$ cat config.mk
export PLATFORM = sky130hd
export DESIGN_NAME = board_shell_top
export DESIGN_NICKNAME = d
export VERILOG_FILES = /design/src/source/board_shell_pkg.sv /design/src/source/board_reset_sync.sv /design/src/source/board_rtc_div.sv /design/src/source/board_cfg_regs.sv /design/src/source/board_fan_pwm.sv /design/src/source/board_spi_pinmux.sv /design/src/source/board_shell_top.sv
export SDC_FILE = /design/constraint.sdc
export NUM_CORES = 1
export LEC_CHECK = 0
export BUFFER_PORTS_ARGS = -buffer_cell sky130_fd_sc_hd__buf_2
export CAP_MARGIN = 5
export CELL_PAD_IN_SITES_DETAIL_PLACEMENT = 1
export CELL_PAD_IN_SITES_GLOBAL_PLACEMENT = 1
export CORE_ASPECT_RATIO = 0.6
export CORE_MARGIN = 5
export CORE_UTILIZATION = 41
export DETAILED_ROUTE_END_ITERATION = 12
export GPL_ROUTABILITY_DRIVEN = 1
export PLACE_DENSITY_LB_ADDON = 0.1
export SLEW_MARGIN = 0
export SYNTH_ARGS = -nofsm -noshare
export SYNTH_HDL_FRONTEND = slang
export SYNTH_SLANG_ARGS = --single-unit
$ cat constraint.sdc
create_clock -name soc_clk -period 1.53 [get_ports soc_clk]
set_input_delay 0.306 -clock soc_clk [delete_from_list [all_inputs] [get_ports soc_clk]]
set_output_delay 0.306 -clock soc_clk [all_outputs]
set_load 0.05 [all_outputs]
$ cat src/source/board_shell_pkg.sv
//////////////////////////////////////////////////////////////////////
// Shared constants of the board shell, the register address map
// and the packed bus types of the register and SPI interfaces
//////////////////////////////////////////////////////////////////////

package board_shell_pkg;

  // Clocking, RTC runs at 1 MHz off the 50 MHz SoC clock
  localparam int unsigned SocClkHz      = 50_000_000;
  localparam int unsigned RtcHz         = 1_000_000;
  localparam int unsigned RtcHalfCycles = SocClkHz / (2 * RtcHz);

  // Board IO widths
  localparam int unsigned NumLeds      = 8;
  localparam int unsigned FanLevelBits = 4;
  localparam int unsigned BootModeBits = 2;
  localparam int unsigned SpiNumCs     = 2;
  localparam int unsigned SpiNumSd     = 4;

  // Register bus
  localparam int unsigned RegAddrBits = 8;
  localparam int unsigned RegDataBits = 32;
  localparam int unsigned RegCredits  = 2;

  // Register address map
  typedef enum logic [RegAddrBits-1:0] {
    REG_LED       = 8'h00,
    REG_FAN_LEVEL = 8'h04,
    REG_FAN_OVR   = 8'h08,
    REG_BOOT      = 8'h0C
  } reg_addr_e;

  typedef struct packed {
    logic                   valid;
    logic                   write;
    logic [RegAddrBits-1:0] addr;
    logic [RegDataBits-1:0] wdata;
  } reg_req_t;

  typedef struct packed {
    logic                   valid;
    logic                   error;
    logic [RegDataBits-1:0] rdata;
  } reg_rsp_t;

  // SPI host outputs of the SoC, chip selects active low
  typedef struct packed {
    logic                sck;
    logic                sck_en;
    logic [SpiNumCs-1:0] csb;
    logic [SpiNumCs-1:0] csb_en;
    logic [SpiNumSd-1:0] sd_out;
    logic [SpiNumSd-1:0] sd_en;
  } spi_host_t;

  // SD card in SPI mode
  typedef struct packed {
    logic sclk;
    logic cmd;
    logic dat3;
    logic dat2;
    logic dat1;
  } sd_pins_t;

  typedef struct packed {
    logic                sck;
    logic                sck_oe;
    logic                csb;
    logic                csb_oe;
    logic [SpiNumSd-1:0] sd_out;
    logic [SpiNumSd-1:0] sd_oe;
  } flash_pins_t;

endpackage

$ cat src/source/board_reset_sync.sv
//////////////////////////////////////////////////////////////////////
// Reset synchronizer, asynchronous assert and two-flop release,
// bypassed in test mode
//////////////////////////////////////////////////////////////////////

`timescale 1ns/1ps

module board_reset_sync (
  input  logic soc_clk,
  input  logic rst_n,
  input  logic test_mode_i,
  output logic rst_sync_no
);

  logic [1:0] sync_q;

  always_ff @(posedge soc_clk, negedge rst_n) begin
    if (!rst_n) begin
      sync_q <= 2'b00;
    end else begin
      sync_q <= {sync_q[0], 1'b1};
    end
  end

  // Scan needs direct control of the reset
  assign rst_sync_no = test_mode_i ? rst_n : sync_q[1];

endmodule

$ cat src/source/board_rtc_div.sv
//////////////////////////////////////////////////////////////////////
// Real-time clock divider, toggles every RtcHalfCycles soc_clk cycles
//////////////////////////////////////////////////////////////////////

`timescale 1ns/1ps

module board_rtc_div (
  input  logic soc_clk,
  input  logic rst_n,
  output logic rtc_o
);

  import board_shell_pkg::*;

  logic [$clog2(RtcHalfCycles)-1:0] count_q;
  logic                             rtc_q;
  logic                             wrap;

  assign wrap = (count_q == RtcHalfCycles - 1);

  always_ff @(posedge soc_clk, negedge rst_n) begin
    if (!rst_n) begin
      count_q <= '0;
      rtc_q   <= 1'b0;
    end else if (wrap) begin
      count_q <= '0;
      rtc_q   <= ~rtc_q;
    end else begin
      count_q <= count_q + 1'b1;
    end
  end

  assign rtc_o = rtc_q;

endmodule

$ cat src/source/board_cfg_regs.sv
//////////////////////////////////////////////////////////////////////
// Board configuration registers behind a credit-based register bus
// Request queue, address decode, LED, fan and boot-mode fields
//////////////////////////////////////////////////////////////////////

`timescale 1ns/1ps

module board_cfg_regs (
  input  logic                                     soc_clk,
  input  logic                                     rst_n,
  input  board_shell_pkg::reg_req_t                reg_req_i,
  output board_shell_pkg::reg_rsp_t                reg_rsp_o,
  input  logic [board_shell_pkg::FanLevelBits-1:0] fan_sw_i,
  input  logic [board_shell_pkg::BootModeBits-1:0] boot_mode_i,
  output logic [board_shell_pkg::NumLeds-1:0]      led_o,
  output logic [board_shell_pkg::FanLevelBits-1:0] fan_level_o,
  output logic [board_shell_pkg::BootModeBits-1:0] boot_mode_o
);

  import board_shell_pkg::*;

  //////////////////////////////////////////////////////////////////////
  // Request queue
  //////////////////////////////////////////////////////////////////////

  reg_req_t                        queue_q [RegCredits];
  logic [$clog2(RegCredits)-1:0]   wr_ptr_q;
  logic [$clog2(RegCredits)-1:0]   rd_ptr_q;
  logic [$clog2(RegCredits+1)-1:0] count_q;
  logic                            push;
  logic                            pop;
  reg_req_t                        head;

  // Credits keep the requester from overrunning the queue
  assign push   = reg_req_i.valid;
  assign pop    = (count_q != '0);
  assign head   = queue_q[rd_ptr_q];

  always_ff @(posedge soc_clk) begin
    if (push) begin
      queue_q[wr_ptr_q] <= reg_req_i;
    end
  end

  always_ff @(posedge soc_clk, negedge rst_n) begin
    if (!rst_n) begin
      wr_ptr_q <= '0;
      rd_ptr_q <= '0;
      count_q  <= '0;
    end else begin
      if (push) begin
        wr_ptr_q <= (wr_ptr_q == RegCredits - 1) ? '0 : wr_ptr_q + 1'b1;
      end
      if (pop) begin
        rd_ptr_q <= (rd_ptr_q == RegCredits - 1) ? '0 : rd_ptr_q + 1'b1;
      end
      case ({push, pop})
        2'b10:   count_q <= count_q + 1'b1;
        2'b01:   count_q <= count_q - 1'b1;
        default: count_q <= count_q;
      endcase
    end
  end

  //////////////////////////////////////////////////////////////////////
  // Decode and registers
  //////////////////////////////////////////////////////////////////////

  logic [NumLeds-1:0]      led_q;
  logic [FanLevelBits-1:0] fan_level_q;
  logic                    fan_ovr_q;
  logic [BootModeBits-1:0] boot_mode_q;
  logic                    boot_sel_q;
  logic                    addr_hit;
  logic [RegDataBits-1:0]  rdata;
  logic                    head_we;

  always_comb begin
    addr_hit = 1'b1;
    rdata    = '0;
    case (head.addr)
      REG_LED:       rdata[NumLeds-1:0]      = led_q;
      REG_FAN_LEVEL: rdata[FanLevelBits-1:0] = fan_level_q;
      REG_FAN_OVR:   rdata[0]                = fan_ovr_q;
      REG_BOOT:      rdata[BootModeBits:0]   = {boot_sel_q, boot_mode_q};
      default:       addr_hit                = 1'b0;
    endcase
  end

  // Unmapped writes fall through without effect
  assign head_we = pop & head.write & addr_hit;

  always_ff @(posedge soc_clk, negedge rst_n) begin
    if (!rst_n) begin
      led_q       <= '0;
      fan_level_q <= '0;
      fan_ovr_q   <= 1'b0;
      boot_mode_q <= '0;
      boot_sel_q  <= 1'b0;
    end else begin
      if (head_we && head.addr == REG_LED) begin
        led_q <= head.wdata[NumLeds-1:0];
      end
      if (head_we && head.addr == REG_FAN_OVR) begin
        fan_ovr_q <= head.wdata[0];
      end
      // Switches own the level until software takes over
      if (!fan_ovr_q) begin
        fan_level_q <= fan_sw_i;
      end else if (head_we && head.addr == REG_FAN_LEVEL) begin
        fan_level_q <= head.wdata[FanLevelBits-1:0];
      end
      if (head_we && head.addr == REG_BOOT) begin
        boot_mode_q <= head.wdata[BootModeBits-1:0];
        boot_sel_q  <= head.wdata[BootModeBits];
      end
    end
  end

  //////////////////////////////////////////////////////////////////////
  // Response, one cycle after execution
  //////////////////////////////////////////////////////////////////////

  logic                   rsp_valid_q;
  logic                   rsp_error_q;
  logic [RegDataBits-1:0] rsp_rdata_q;

  always_ff @(posedge soc_clk, negedge rst_n) begin
    if (!rst_n) begin
      rsp_valid_q <= 1'b0;
    end else begin
      rsp_valid_q <= pop;
    end
  end

  always_ff @(posedge soc_clk) begin
    if (pop) begin
      rsp_error_q <= ~addr_hit;
      rsp_rdata_q <= rdata;
    end
  end

  always_comb begin
    reg_rsp_o.valid = rsp_valid_q;
    reg_rsp_o.error = rsp_error_q;
    reg_rsp_o.rdata = rsp_rdata_q;
  end

  assign led_o       = led_q;
  assign fan_level_o = fan_level_q;
  assign boot_mode_o = boot_sel_q ? boot_mode_q : boot_mode_i;

endmodule

$ cat src/source/board_fan_pwm.sv
//////////////////////////////////////////////////////////////////////
// Fan PWM, 16-step window with the level as high time
//////////////////////////////////////////////////////////////////////

`timescale 1ns/1ps

module board_fan_pwm (
  input  logic                                     soc_clk,
  input  logic                                     rst_n,
  input  logic [board_shell_pkg::FanLevelBits-1:0] fan_level_i,
  output logic                                     fan_pwm_o
);

  import board_shell_pkg::*;

  logic [FanLevelBits-1:0] step_q;
  logic                    pwm_q;

  // Step counter wraps on its own
  always_ff @(posedge soc_clk, negedge rst_n) begin
    if (!rst_n) begin
      step_q <= '0;
      pwm_q  <= 1'b0;
    end else begin
      step_q <= step_q + 1'b1;
      pwm_q  <= (step_q < fan_level_i);
    end
  end

  // Level 0 keeps the fan off
  assign fan_pwm_o = pwm_q;

endmodule

$ cat src/source/board_spi_pinmux.sv
//////////////////////////////////////////////////////////////////////
// SPI pin multiplexing between SD card (CS0) and QSPI flash (CS1)
//////////////////////////////////////////////////////////////////////

`timescale 1ns/1ps

module board_spi_pinmux (
  input  board_shell_pkg::spi_host_t           spi_host_i,
  input  logic                                 sd_dat0_i,
  input  logic [board_shell_pkg::SpiNumSd-1:0] flash_sd_i,
  output board_shell_pkg::sd_pins_t            sd_pins_o,
  output board_shell_pkg::flash_pins_t         flash_pins_o,
  output logic [board_shell_pkg::SpiNumSd-1:0] spi_sd_in_o
);

  import board_shell_pkg::*;

  logic [SpiNumSd-1:0] sd_in;

  // SD card pins idle high when not driven
  assign sd_pins_o.sclk = spi_host_i.sck_en    ? spi_host_i.sck       : 1'b1;
  assign sd_pins_o.dat3 = spi_host_i.csb_en[0] ? spi_host_i.csb[0]    : 1'b1;
  assign sd_pins_o.cmd  = spi_host_i.sd_en[0]  ? spi_host_i.sd_out[0] : 1'b1;
  // Unused in SPI mode
  assign sd_pins_o.dat2 = 1'b1;
  assign sd_pins_o.dat1 = 1'b1;

  // Flash pins with separate output enables
  assign flash_pins_o.sck    = spi_host_i.sck;
  assign flash_pins_o.sck_oe = spi_host_i.sck_en;
  assign flash_pins_o.csb    = spi_host_i.csb[1];
  assign flash_pins_o.csb_oe = spi_host_i.csb_en[1];
  assign flash_pins_o.sd_out = spi_host_i.sd_out;
  assign flash_pins_o.sd_oe  = spi_host_i.sd_en;

  // MISO from DAT0 lands on host line 1
  always_comb begin
    sd_in    = '0;
    sd_in[1] = sd_dat0_i;
  end

  // Merge by active-low chip select
  assign spi_sd_in_o = ({SpiNumSd{~spi_host_i.csb[0]}} & sd_in)
                     | ({SpiNumSd{~spi_host_i.csb[1]}} & flash_sd_i);

endmodule

$ cat src/source/board_shell_top.sv
//////////////////////////////////////////////////////////////////////
// Board shell top level, reset sync, RTC divider, config registers,
// fan PWM and SPI pin multiplexing around the external SoC core
//////////////////////////////////////////////////////////////////////

`timescale 1ns/1ps

module board_shell_top (
  input  logic                                     soc_clk,
  input  logic                                     rst_n,
  input  logic                                     test_mode_i,
  input  logic [board_shell_pkg::BootModeBits-1:0] boot_mode_i,
  output logic [board_shell_pkg::BootModeBits-1:0] boot_mode_o,
  input  logic [board_shell_pkg::FanLevelBits-1:0] fan_sw_i,
  output logic                                     fan_pwm_o,
  output logic [board_shell_pkg::NumLeds-1:0]      led_o,
  output logic                                     rtc_o,
  input  board_shell_pkg::reg_req_t                reg_req_i,
  output board_shell_pkg::reg_rsp_t                reg_rsp_o,
  input  board_shell_pkg::spi_host_t               spi_host_i,
  output logic [board_shell_pkg::SpiNumSd-1:0]     spi_sd_in_o,
  output board_shell_pkg::sd_pins_t                sd_pins_o,
  input  logic                                     sd_dat0_i,
  output board_shell_pkg::flash_pins_t             flash_pins_o,
  input  logic [board_shell_pkg::SpiNumSd-1:0]     flash_sd_i
);

  import board_shell_pkg::*;

  logic                    rst_sync_n;
  logic [FanLevelBits-1:0] fan_level;

  //////////////////////////////////////////////////////////////////////
  // Reset and clocking
  //////////////////////////////////////////////////////////////////////

  board_reset_sync i_reset_sync (
    .soc_clk     ( soc_clk     ),
    .rst_n       ( rst_n       ),
    .test_mode_i ( test_mode_i ),
    .rst_sync_no ( rst_sync_n  )
  );

  board_rtc_div i_rtc_div (
    .soc_clk ( soc_clk    ),
    .rst_n   ( rst_sync_n ),
    .rtc_o   ( rtc_o      )
  );

  //////////////////////////////////////////////////////////////////////
  // Board control
  //////////////////////////////////////////////////////////////////////

  board_cfg_regs i_cfg_regs (
    .soc_clk     ( soc_clk     ),
    .rst_n       ( rst_sync_n  ),
    .reg_req_i   ( reg_req_i   ),
    .reg_rsp_o   ( reg_rsp_o   ),
    .fan_sw_i    ( fan_sw_i    ),
    .boot_mode_i ( boot_mode_i ),
    .led_o       ( led_o       ),
    .fan_level_o ( fan_level   ),
    .boot_mode_o ( boot_mode_o )
  );

  board_fan_pwm i_fan_pwm (
    .soc_clk     ( soc_clk    ),
    .rst_n       ( rst_sync_n ),
    .fan_level_i ( fan_level  ),
    .fan_pwm_o   ( fan_pwm_o  )
  );

  // SPI pins, no clock involved
  board_spi_pinmux i_spi_pinmux (
    .spi_host_i   ( spi_host_i   ),
    .sd_dat0_i    ( sd_dat0_i    ),
    .flash_sd_i   ( flash_sd_i   ),
    .sd_pins_o    ( sd_pins_o    ),
    .flash_pins_o ( flash_pins_o ),
    .spi_sd_in_o  ( spi_sd_in_o  )
  );

endmodule

==> run metrics, run 1 <==
FP Rows=26; Top Ports=roughly 140; Reg2Reg Launch Point=i_cfg_regs.queue_q[1][39]; nets@finish=approximately 430; Gate power share=34.8%; TritonCTS Buffers=9; Slew Limit Fails=0; worst skew pair latency=0.33 ns; largest net degree at the start of global routing=33; Flop pwr share=36.0%; Synth Flop Type=edfxtp_1; clk slew on worst S/H paths=~0.060 ns; MaxCap Viol Count=0; Layout area overhead=31.3%; # DRC=0; first-pass GRT wire length=~12000 µm; failing checks=setup timing; WS Path Type=reg -> reg; antenna viol nets, final=0; post-synth cell types=between 40 and 50; async set-reset flop share out of synthesis=between 40% and 50%; GP Congestion=approximately 0.80; final worst-path setup slack=-0.215 ns; CP Max Fanout=4; largest area contributor in the netlist=edfxtp_1; antenna violations before repair=0; detailed placement HPWL=between 5000 and 6000 µm; GRT overflow=0; Die Y=between 80 and 90 µm; wire length per cell=between 15 and 20 µm; Synth top cells by count=edfxtp_1, buf_4, dfrtp_1, mux2_2, nor2_1; drt first pass iters=4; Tcrit/Tclk final=114%; # port buffers=72; Core ar.=approximately 8400 µm²; clock sinks=77; Routed met3 length=about 640 µm; DP Area=4010 µm²; Post-Synthesis Cell Area=around 3500 µm²; 1st-iter DRT viols=94; Clock Skew=between 0.007 and 0.008 ns; Design Area, Final=between 4000 and 5000 µm²; Period minus WS final=1.74 ns; Synth area leaders=edfxtp_1, dfrtp_1, buf_4; Crit. End Element=flop; Int Pwr=5410 µW; Worst Hold Class=in -> async; post-synth top area share=between 30% and 40%; Post-synth EDFFs=43; final core utilization=54.5%; Initial Util=41.5%; RSZ-0062 raised after global routing=yes; critical path data required time=around 1.8 ns; Vias=~2200; final setup vio count=23; Final Hold Fails=0; Synth Warn #=0; Power Density=about 1800 nW/µm²; Fin Setup TNS=-3.75 ns; synthesized flop and latch total=77; layout cell share with drive strength beyond 1=48.2%; Worst EP arrival=1.96 ns; M1 WL=roughly 3700 µm; Die Footprint=10500 µm²; RR Endpoint=i_cfg_regs.led_o[6]; routed length on met2=3590 µm; Max Used Layer=met4; Clk pwr share=29.2%; status=finished with violations; switching share of power=between 30% and 40%; R2R cell count=5; count leader, synth=edfxtp_1; Vias/cell=roughly 4.7; Root Buffer Master=clkbuf_16; sw power=2780 µW; Post-Syn Instances=253; WL final=between 7000 and 8000 µm; fmax=approximately 570 MHz; n_diodes=0; setup slack, reg-to-reg=-0.21 ns; Peak VDD IR=about 0.8 mV; H-tree levels=3; clk buf depth=2; leakage=between 0.002 and 0.0025 µW; total track usage=between 10% and 20%; Setup crit start kind=flop; CTS tree=yes; vias in the first global route=2326; sequential area share after synthesis=61.3%; DIE WIDTH=129 µm; Mean Syn Cell Area=about 14 µm²
[flip-flops by register name, indices dropped and copies added (netlist names), 2 cells and up]
register                cells
i_cfg_regs.boot_mode_q      2
i_cfg_regs.queue_q         34
i_cfg_regs.led_o            8
i_fan_pwm.step_q            4
i_cfg_regs.rsp_rdata_q      8
i_rtc_div.count_q           5
i_cfg_regs.count_q          2
i_cfg_regs.fan_level_o      4
i_reset_sync.sync_q         2
[worst max-delay path: stages, from the launching register on]
cell      delay, ns
edfxtp_1       0.43
nor4_4         0.37
mux2i_2        0.16
nor3_4         0.22
buf_6          0.16
mux2_4         0.30
[power groups by stage]
stage	combinational, µW	sequential [µW]	clock, µW
floorplan	1340	3390	0
global placement	2430	2970	0
detailed placement	2460	2990	0
CTS	2700	2930	2460
global route	3010	2990	2550
finish	2850	2940	2390
[layer usage]
metal | track usage [%] | up-vias
li1 | - | 1020
met1 | 21.3 | 1069
met2 | 23.5 | 79
met3 | 5.46 | 6
met4 | 5.03 | 0
met5 | 0 | -
[layout by cell type, fill, tap and decap left out, types with 5 or more instances in the layout]
cell / n
buf_2: 70
buf_4: 20
buf_6: 10
clkbuf_16: 9
conb_1: 27
dfrtp_1: 32
edfxtp_1: 43
ha_1: 7
inv_1: 10
mux2_2: 14
mux2_4: 11
nand2b_1: 8
nand3_1: 6
nor2_1: 9
xnor2_1: 5
xor2_1: 5
[area by class of cell]
cell class              instances  area, µm²
multi-input cells             146       1260
clock inverters                 7        114
repair buffers                103        663
flip-flops and latches         77       2140
well taps                     112        140
fillers                       871       3830
inverters                      11       43.8
clock buffers                   9        225
[cell families (layout without fill, tap and decap cells)]
| group | count (synthesis) | in the layout | synth area share, % |
|---|---|---|---|
| XOR/XNOR | 10 | 10 | 2.50 |
| adder cells (fa/ha/maj) | 7 | 7 | 2.50 |
| AO/OA/AOI/OAI | 17 | 17 | 3.54 |
| multiplexers | 31 | 31 | 10.1 |
| flip-flops | 77 | 77 | 61.3 |
| buffers and inverters | 55 | 130 | 10.4 |
| other | 2 | 27 | 0.215 |
| AND/OR/NAND/NOR | 54 | 54 | 9.41 |
[repair_timing]
| item | 4_1_cts | 5_1_grt |
|---|---|---|
| endpoints found under the setup margin | 27 | 26 |
| hold buffers | 1 | 0 |
| hold endpoints to repair | 2 | 0 |
| pin swaps | 11 | 12 |
| buffers inserted | 6 | 2 |
| resized for setup | 23 | 22 |
[per-stage QoR]
step / hold WS, ns / instances / setup WS [ns] / total power [µW]
after global placement: 0.0967 / 442 / -0.367 / 5400
after global routing: 0.0846 / 465 / -0.289 / 8560
after detailed placement: 0.0996 / 442 / -0.445 / 5440
after CTS: 0.0718 / 464 / -0.224 / 8090
after floorplan: 0.0104 / 278 / -0.147 / 4730
final: 0.0752 / 465 / -0.215 / 8190
[how the worst max path moves through the flow]
stage	cells after the start	slack (ns)	from	end
after floorplan	5	-0.15	i_cfg_regs.rd_ptr_q	i_cfg_regs.led_o[0]
after global placement	5	-0.37	i_cfg_regs.rd_ptr_q	i_cfg_regs.fan_level_o[0]
after detailed placement	5	-0.45	i_cfg_regs.rd_ptr_q	i_cfg_regs.fan_level_o[2]
after CTS	5	-0.22	i_cfg_regs.rd_ptr_q	i_cfg_regs.fan_ovr_q
after global routing	5	-0.29	i_cfg_regs.queue_q[1][39]	i_cfg_regs.led_o[5]
final	5	-0.21	i_cfg_regs.queue_q[1][39]	i_cfg_regs.led_o[6]
No activity file was read; power rests on OpenSTA's default activity.
==> run 2: changes to the inputs <==
--- a/config.mk
+++ b/config.mk
@@ -9,9 +9,8 @@
 export CAP_MARGIN = 5
 export CELL_PAD_IN_SITES_DETAIL_PLACEMENT = 1
 export CELL_PAD_IN_SITES_GLOBAL_PLACEMENT = 1
-export CORE_ASPECT_RATIO = 0.6
 export CORE_MARGIN = 5
-export CORE_UTILIZATION = 41
+export CORE_UTILIZATION = 34
 export DETAILED_ROUTE_END_ITERATION = 12
 export GPL_ROUTABILITY_DRIVEN = 1
 export PLACE_DENSITY_LB_ADDON = 0.1
==> constraint.sdc (replaced) <==
create_clock -name soc_clk -period 1.4 [get_ports soc_clk]
set_input_delay 0.28 -clock soc_clk [delete_from_list [all_inputs] [get_ports soc_clk]]
set_output_delay 0.28 -clock soc_clk [all_outputs]
set_load 0.05 [all_outputs]
==> run 2 against run 1 <==
Net effect: the flow still finishes with violations (setup timing); global-route usage down 2.8 points; final cell count up 7.1%; critical path depth down 2; sequential cell count unchanged; maximum frequency up 2.1%; clock-buffer cell count up 1; setup slack worse by 0.095 ns; design area down 1.8%; sequential power up 9.2%; clock power down 34%; die area up 18%; combinational power up 10%; critical path type unchanged; critical endpoint is now i_cfg_regs.rsp_rdata_q[0]; highest routed layer unchanged.
==> run metrics, run 2 (same netlist as run 1, synthesis figures left out) <==
status=finished with violations; failing checks=setup timing; hold path depth=1; MaxCap Viol Count=0; antenna violations before repair=0; Slew Limit Fails=0; sw power=between 2000 and 3000 µW; Root Buffer Master=clkbuf_8; CP Max Fanout=7; Hold Path Sink=i_cfg_regs.queue_q[0][4]; Period minus WS final=1.71 ns; largest net degree at the start of global routing=15; leakage=approximately 0.0020 µW; Int Pwr=around 5000 µW; Peak VDD IR=around 0.96 mV; commonest cells after routing, fill and taps aside=buf_2, edfxtp_1, dfrtp_1; Worst Hold Class=in -> reg; Flop pwr share=40.5%; detailed placement HPWL=slightly below 6000 µm; Die Footprint=12400 µm²; Setup crit start kind=flop; RR Endpoint=i_cfg_regs.rsp_rdata_q[0]; vias in the first global route=roughly 2400; FP Rows=37; Reg2Reg Launch Point=i_cfg_regs.rd_ptr_q; Final Non-Filler Cells=498; CTS tree=yes; first-pass GRT wire length=12400 µm; H-tree levels=3; Core ar.=a little over 10000 µm²; Clock Skew=roughly 0.0086 ns; critical path data required time=~1.5 ns; final core utilization=44.3%; 1st-iter DRT viols=48; Top Ports=~140; commonest non-fill, non-tap cell in the layout=buf_2; final setup vio count=27; Vias/cell=between 4 and 5; nets@finish=434; Initial Util=~34%; final worst-path setup slack=-0.309 ns; Worst EP arrival=1.82 ns; DIE WIDTH=111 µm; HP Start=reg_req_i[4]; Final Hold Fails=0; WS Path Type=reg -> reg; # DRC=0; GRT overflow=0; wire length per cell=~15 µm; R2R cell count=3; Power Density=~1800 nW/µm²; fmax=just under 600 MHz; layout cell share with drive strength beyond 1=about half; n_diodes=0; WL final=approximately 7700 µm; placed cells=470; Top reg by flops=i_cfg_regs.queue_q; antenna viol nets, final=0; Layout area overhead=29.0%; clk buf depth=2; RSZ-0062 raised after global routing=yes; TritonCTS Buffers=9; Vias=between 2000 and 2500; setup slack, reg-to-reg=-0.31 ns; Die Y=about 110 µm; clock sinks=77; # port buffers=72; Tcrit/Tclk final=122%; clk slew on worst S/H paths=around 0.08 ns; Clk pwr share=between 20% and 30%; switching share of power=about 37%; drt first pass iters=6; total track usage=roughly an eighth; Gate power share=between 30% and 40%; GP Congestion=between 0.7 and 0.8; Crit. End Element=flop; max FFs per register=34; worst skew pair latency=~0.34 ns
run 2: power groups by stage:
stage / Combinational (µW) / Sequential (µW) / Clock [µW]
finish: 3140 / 3210 / 1580
global route: 3350 / 3270 / 1760
CTS: 3010 / 3230 / 1650
detailed placement: 2720 / 3250 / 0
global placement: 2690 / 3240 / 0
floorplan: 1470 / 3710 / 0
run 2: worst max-delay path by stage:
| stage | slack, ns | from | cells past startpoint | endpoint |
|---|---|---|---|---|
| 2_1_floorplan | -0.28 | i_cfg_regs.rd_ptr_q | 5 | i_cfg_regs.led_o[0] |
| 3_3_place_gp | -0.41 | i_cfg_regs.rd_ptr_q | 5 | i_cfg_regs.rsp_rdata_q[2] |
| 4_1_cts | -0.32 | i_cfg_regs.rd_ptr_q | 5 | i_cfg_regs.rsp_rdata_q[2] |
| 3_5_place_dp | -0.47 | i_cfg_regs.rd_ptr_q | 6 | i_cfg_regs.led_o[3] |
| 5_1_grt | -0.42 | i_cfg_regs.queue_q[1][36] | 5 | i_cfg_regs.led_o[0] |
| 6_report | -0.31 | i_cfg_regs.rd_ptr_q | 3 | i_cfg_regs.rsp_rdata_q[0] |
run 2: layer usage:
layer / up-vias / GRT usage (%) / routed length (µm)
li1: 1033 / - / -
met1: 1073 / 15.8 / 3260
met2: 88 / 20.9 / 3750
met3: 11 / 3.59 / 531
met4: 0 / 5.84 / 133
met5: - / 0 / 0
run 2: what timing repair did:
action / CTS / global route
endpoints found under the setup margin: 28 / 28
resized for setup: 29 / 12
pin swaps: 5 / 6
cloned: 0 / 0
hold buffers: 2 / 0
setup buffers: 5 / 6
hold endpoints to repair: 11 / 0
run 2: metrics by stage:
| stage | setup TNS, ns | total power (µW) | instance area (µm²) | setup slack, ns | hold WS (ns) |
|---|---|---|---|---|---|
| floorplan | -4.63 | 5180 | 3630 | -0.277 | -0.0156 |
| global placement | -8.99 | 5930 | 4060 | -0.414 | 0.0704 |
| detailed placement | -9.94 | 5970 | 4060 | -0.473 | 0.0704 |
| CTS | -7.08 | 7880 | 4420 | -0.319 | 0.103 |
| global route | -9.13 | 8370 | 4510 | -0.416 | 0.0979 |
| finish | -6.81 | 7930 | 4510 | -0.309 | 0.125 |
run 2: final cells by class:
| cell class | instances | area (µm²) |
|---|---|---|
| clock inverter | 6 | 53.8 |
| fill | 1113 | 5670 |
| clock buffer | 10 | 128 |
| inverter | 11 | 43.8 |
| tap | 136 | 170 |
| sequential | 77 | 2140 |
| multi-input combinational | 146 | 1250 |
| timing repair buffer | 112 | 723 |
run 2: critical path: stages (launching register included):
cell     delay (ns)
dfrtp_2        0.46
mux2i_4        0.34
mux4_2         0.53
and2_4         0.15
==> run 3: changes to the inputs <==
--- a/config.mk
+++ b/config.mk
@@ -5,6 +5,7 @@
 export SDC_FILE = /design/constraint.sdc
 export NUM_CORES = 1
 export LEC_CHECK = 0
+export ABC_CLOCK_PERIOD_IN_PS = 1400
 export BUFFER_PORTS_ARGS = -buffer_cell sky130_fd_sc_hd__buf_2
 export CAP_MARGIN = 5
 export CELL_PAD_IN_SITES_DETAIL_PLACEMENT = 1
@@ -14,6 +15,7 @@
 export DETAILED_ROUTE_END_ITERATION = 12
 export GPL_ROUTABILITY_DRIVEN = 1
 export PLACE_DENSITY_LB_ADDON = 0.1
+export RECOVER_POWER = 50
 export SLEW_MARGIN = 0
 export SYNTH_ARGS = -nofsm -noshare
 export SYNTH_HDL_FRONTEND = slang
==> run 3 against run 2 <==
Net effect: the run still ends with setup timing left; first-iteration DRC count decreased by 6.3%; sequential cell count unchanged; clock-buffer cell count unchanged; design area is 1.2% lower; core utilization decreased by 0.53 points; maximum frequency barely moved; highest routed layer unchanged.
==> run metrics, run 3 (same netlist as run 1, synthesis figures left out) <==
Initial Util=about 34%; total track usage=12.8%; largest net degree at the start of global routing=15; layout cell share with drive strength beyond 1=approximately two fifths; n_diodes=0; sw power=just under 3000 µW; switching share of power=between 30% and 40%; first-pass GRT wire length=~12000 µm; clock sinks=77; clk slew on worst S/H paths=0.08 ns; Core ar.=between 10000 and 15000 µm²; cells along the critical path=nor4_4, a22o_2, inv_4, nor4b_4, mux2_4; Crit. End Element=flop; status=finished with violations; # DRC=0; nets@finish=~430; final setup vio count=27; final core utilization=43.8%; H-tree levels=3; Gate power share=39.3%; Layout area overhead=27.4%; Vias/cell=about 4.4; Place WS=-0.473 ns; detailed placement HPWL=approximately 5900 µm; CTS tree=yes; failing checks=setup timing; WS Path Type=reg -> reg; CP Max Fanout=2; MaxCap Viol Count=0; fmax=586 MHz; Die Footprint=around 12000 µm²; Top Ports=137; WL final=7700 µm; Vias=approximately 2200; clk buf depth=2; Flop pwr share=40.6%; Period minus WS final=about 1.7 ns; DIE WIDTH=~110 µm; drt first pass iters=6; critical path data required time=~1.6 ns; Worst Hold Class=in -> reg; Int Pwr=around 5000 µW; Worst path slowest cell=edfxtp_1; Worst EP arrival=around 1.9 ns; Power Density=about 1800 nW/µm²; Peak VDD IR=around 0.94 mV; Root Buffer Master=clkbuf_8; crit-path max cell delay=0.42 ns; Clk pwr share=approximately a fifth; leakage=0.00194 µW; Max-slew headroom=60.1%; GP Congestion=just under 0.8; commonest cells after routing, fill and taps aside=edfxtp_1, buf_2, dfrtp_1; DP Area=4060 µm²; max FFs per register=34; Tcrit/Tclk final=122%; vias in the first global route=roughly 2400; Final Hold Fails=0; # port buffers=72; Top reg by flops=i_cfg_regs.queue_q; FP Rows=37; Setup crit start kind=flop; final worst-path setup slack=-0.308 ns; GRT overflow=0; 1st-iter DRT viols=45; Die Y=between 100 and 150 µm; Tightest Pin Transition=around 0.6 ns; TritonCTS Buffers=9; Slew Limit Fails=0; antenna violations before repair=0; worst skew pair latency=between 0.3 and 0.4 ns; wire length per cell=15.5 µm; RSZ-0062 raised after global routing=yes; Design Area, Final=between 4000 and 5000 µm²; antenna viol nets, final=0; Clock Skew=~0.009 ns; Fin Setup TNS=-6.73 ns
## run 3: power groups by stage
stage / Clock (µW) / Combinational (µW) / Sequential, µW
6_report: 1580 / 3100 / 3210
5_1_grt: 1760 / 3310 / 3260
3_5_place_dp: 0 / 2720 / 3250
4_1_cts: 1650 / 3010 / 3230
2_1_floorplan: 0 / 1470 / 3710
3_3_place_gp: 0 / 2690 / 3240
## run 3: layout make-up
type | instances | area (µm²)
clock inverter | 6 | 53.8
multi-input combinational | 146 | 1240
fill | 1124 | 5730
timing repair buffer | 112 | 674
clock buffer | 10 | 128
inverter | 11 | 43.8
sequential | 77 | 2140
tap | 136 | 170
## run 3: worst max-delay path: cells and delay by family (launching register included)
kind | cells | cell delay [ns]
AO/OA/AOI/OAI | 1 | 0.24
multiplexers | 1 | 0.33
flip-flops | 1 | 0.42
AND/OR/NAND/NOR | 2 | 0.56
buffers and inverters | 1 | 0.05
## run 3: metrics by stage
step / power (µW) / cells / hold slack [ns]
2_1_floorplan: 5180 / 278 / -0.0156
3_3_place_gp: 5930 / 470 / 0.0704
3_5_place_dp: 5970 / 470 / 0.0704
4_1_cts: 7880 / 493 / 0.103
5_1_grt: 8330 / 498 / 0.0979
6_report: 7890 / 498 / 0.125
## run 3: worst paths after layout
kind / startpoint / endpoint / slack, ns / depth (start not counted)
min in group asynchronous: rst_n / i_reset_sync.sync_q[0] / 0.25 / 2
min reg2reg: i_reset_sync.sync_q[1] / i_rtc_div.count_q[4] / 0.33 / 1
max: i_cfg_regs.queue_q[0][36] / i_cfg_regs.fan_ovr_q / -0.31 / 5
max in group asynchronous: test_mode_i / i_cfg_regs.rd_ptr_q / 0.12 / 4
min: reg_req_i[4] / i_cfg_regs.queue_q[0][4] / 0.12 / 1
max reg2reg: i_cfg_regs.queue_q[0][36] / i_cfg_regs.fan_ovr_q / -0.31 / 5
## run 3: repair_timing
| action | in CTS | in global routing |
|---|---|---|
| cloned | 0 | 0 |
| pin swaps | 5 | 6 |
| gates resized for setup | 29 | 12 |
| hold endpoints to repair | 11 | 0 |
| endpoints found under the setup margin | 28 | 28 |
| hold buffers | 2 | 0 |
| setup buffers | 5 | 6 |
## run 3: per-layer routing
metal | up-vias | share of wire, % | GRT usage [%] | wire [µm]
li1 | 1034 | - | - | -
met1 | 1068 | 43 | 15.8 | 3300
met2 | 85 | 49 | 20.9 | 3750
met3 | 11 | 6.7 | 3.59 | 514
met4 | 0 | 1.7 | 5.84 | 133
met5 | - | 0 | 0 | 0
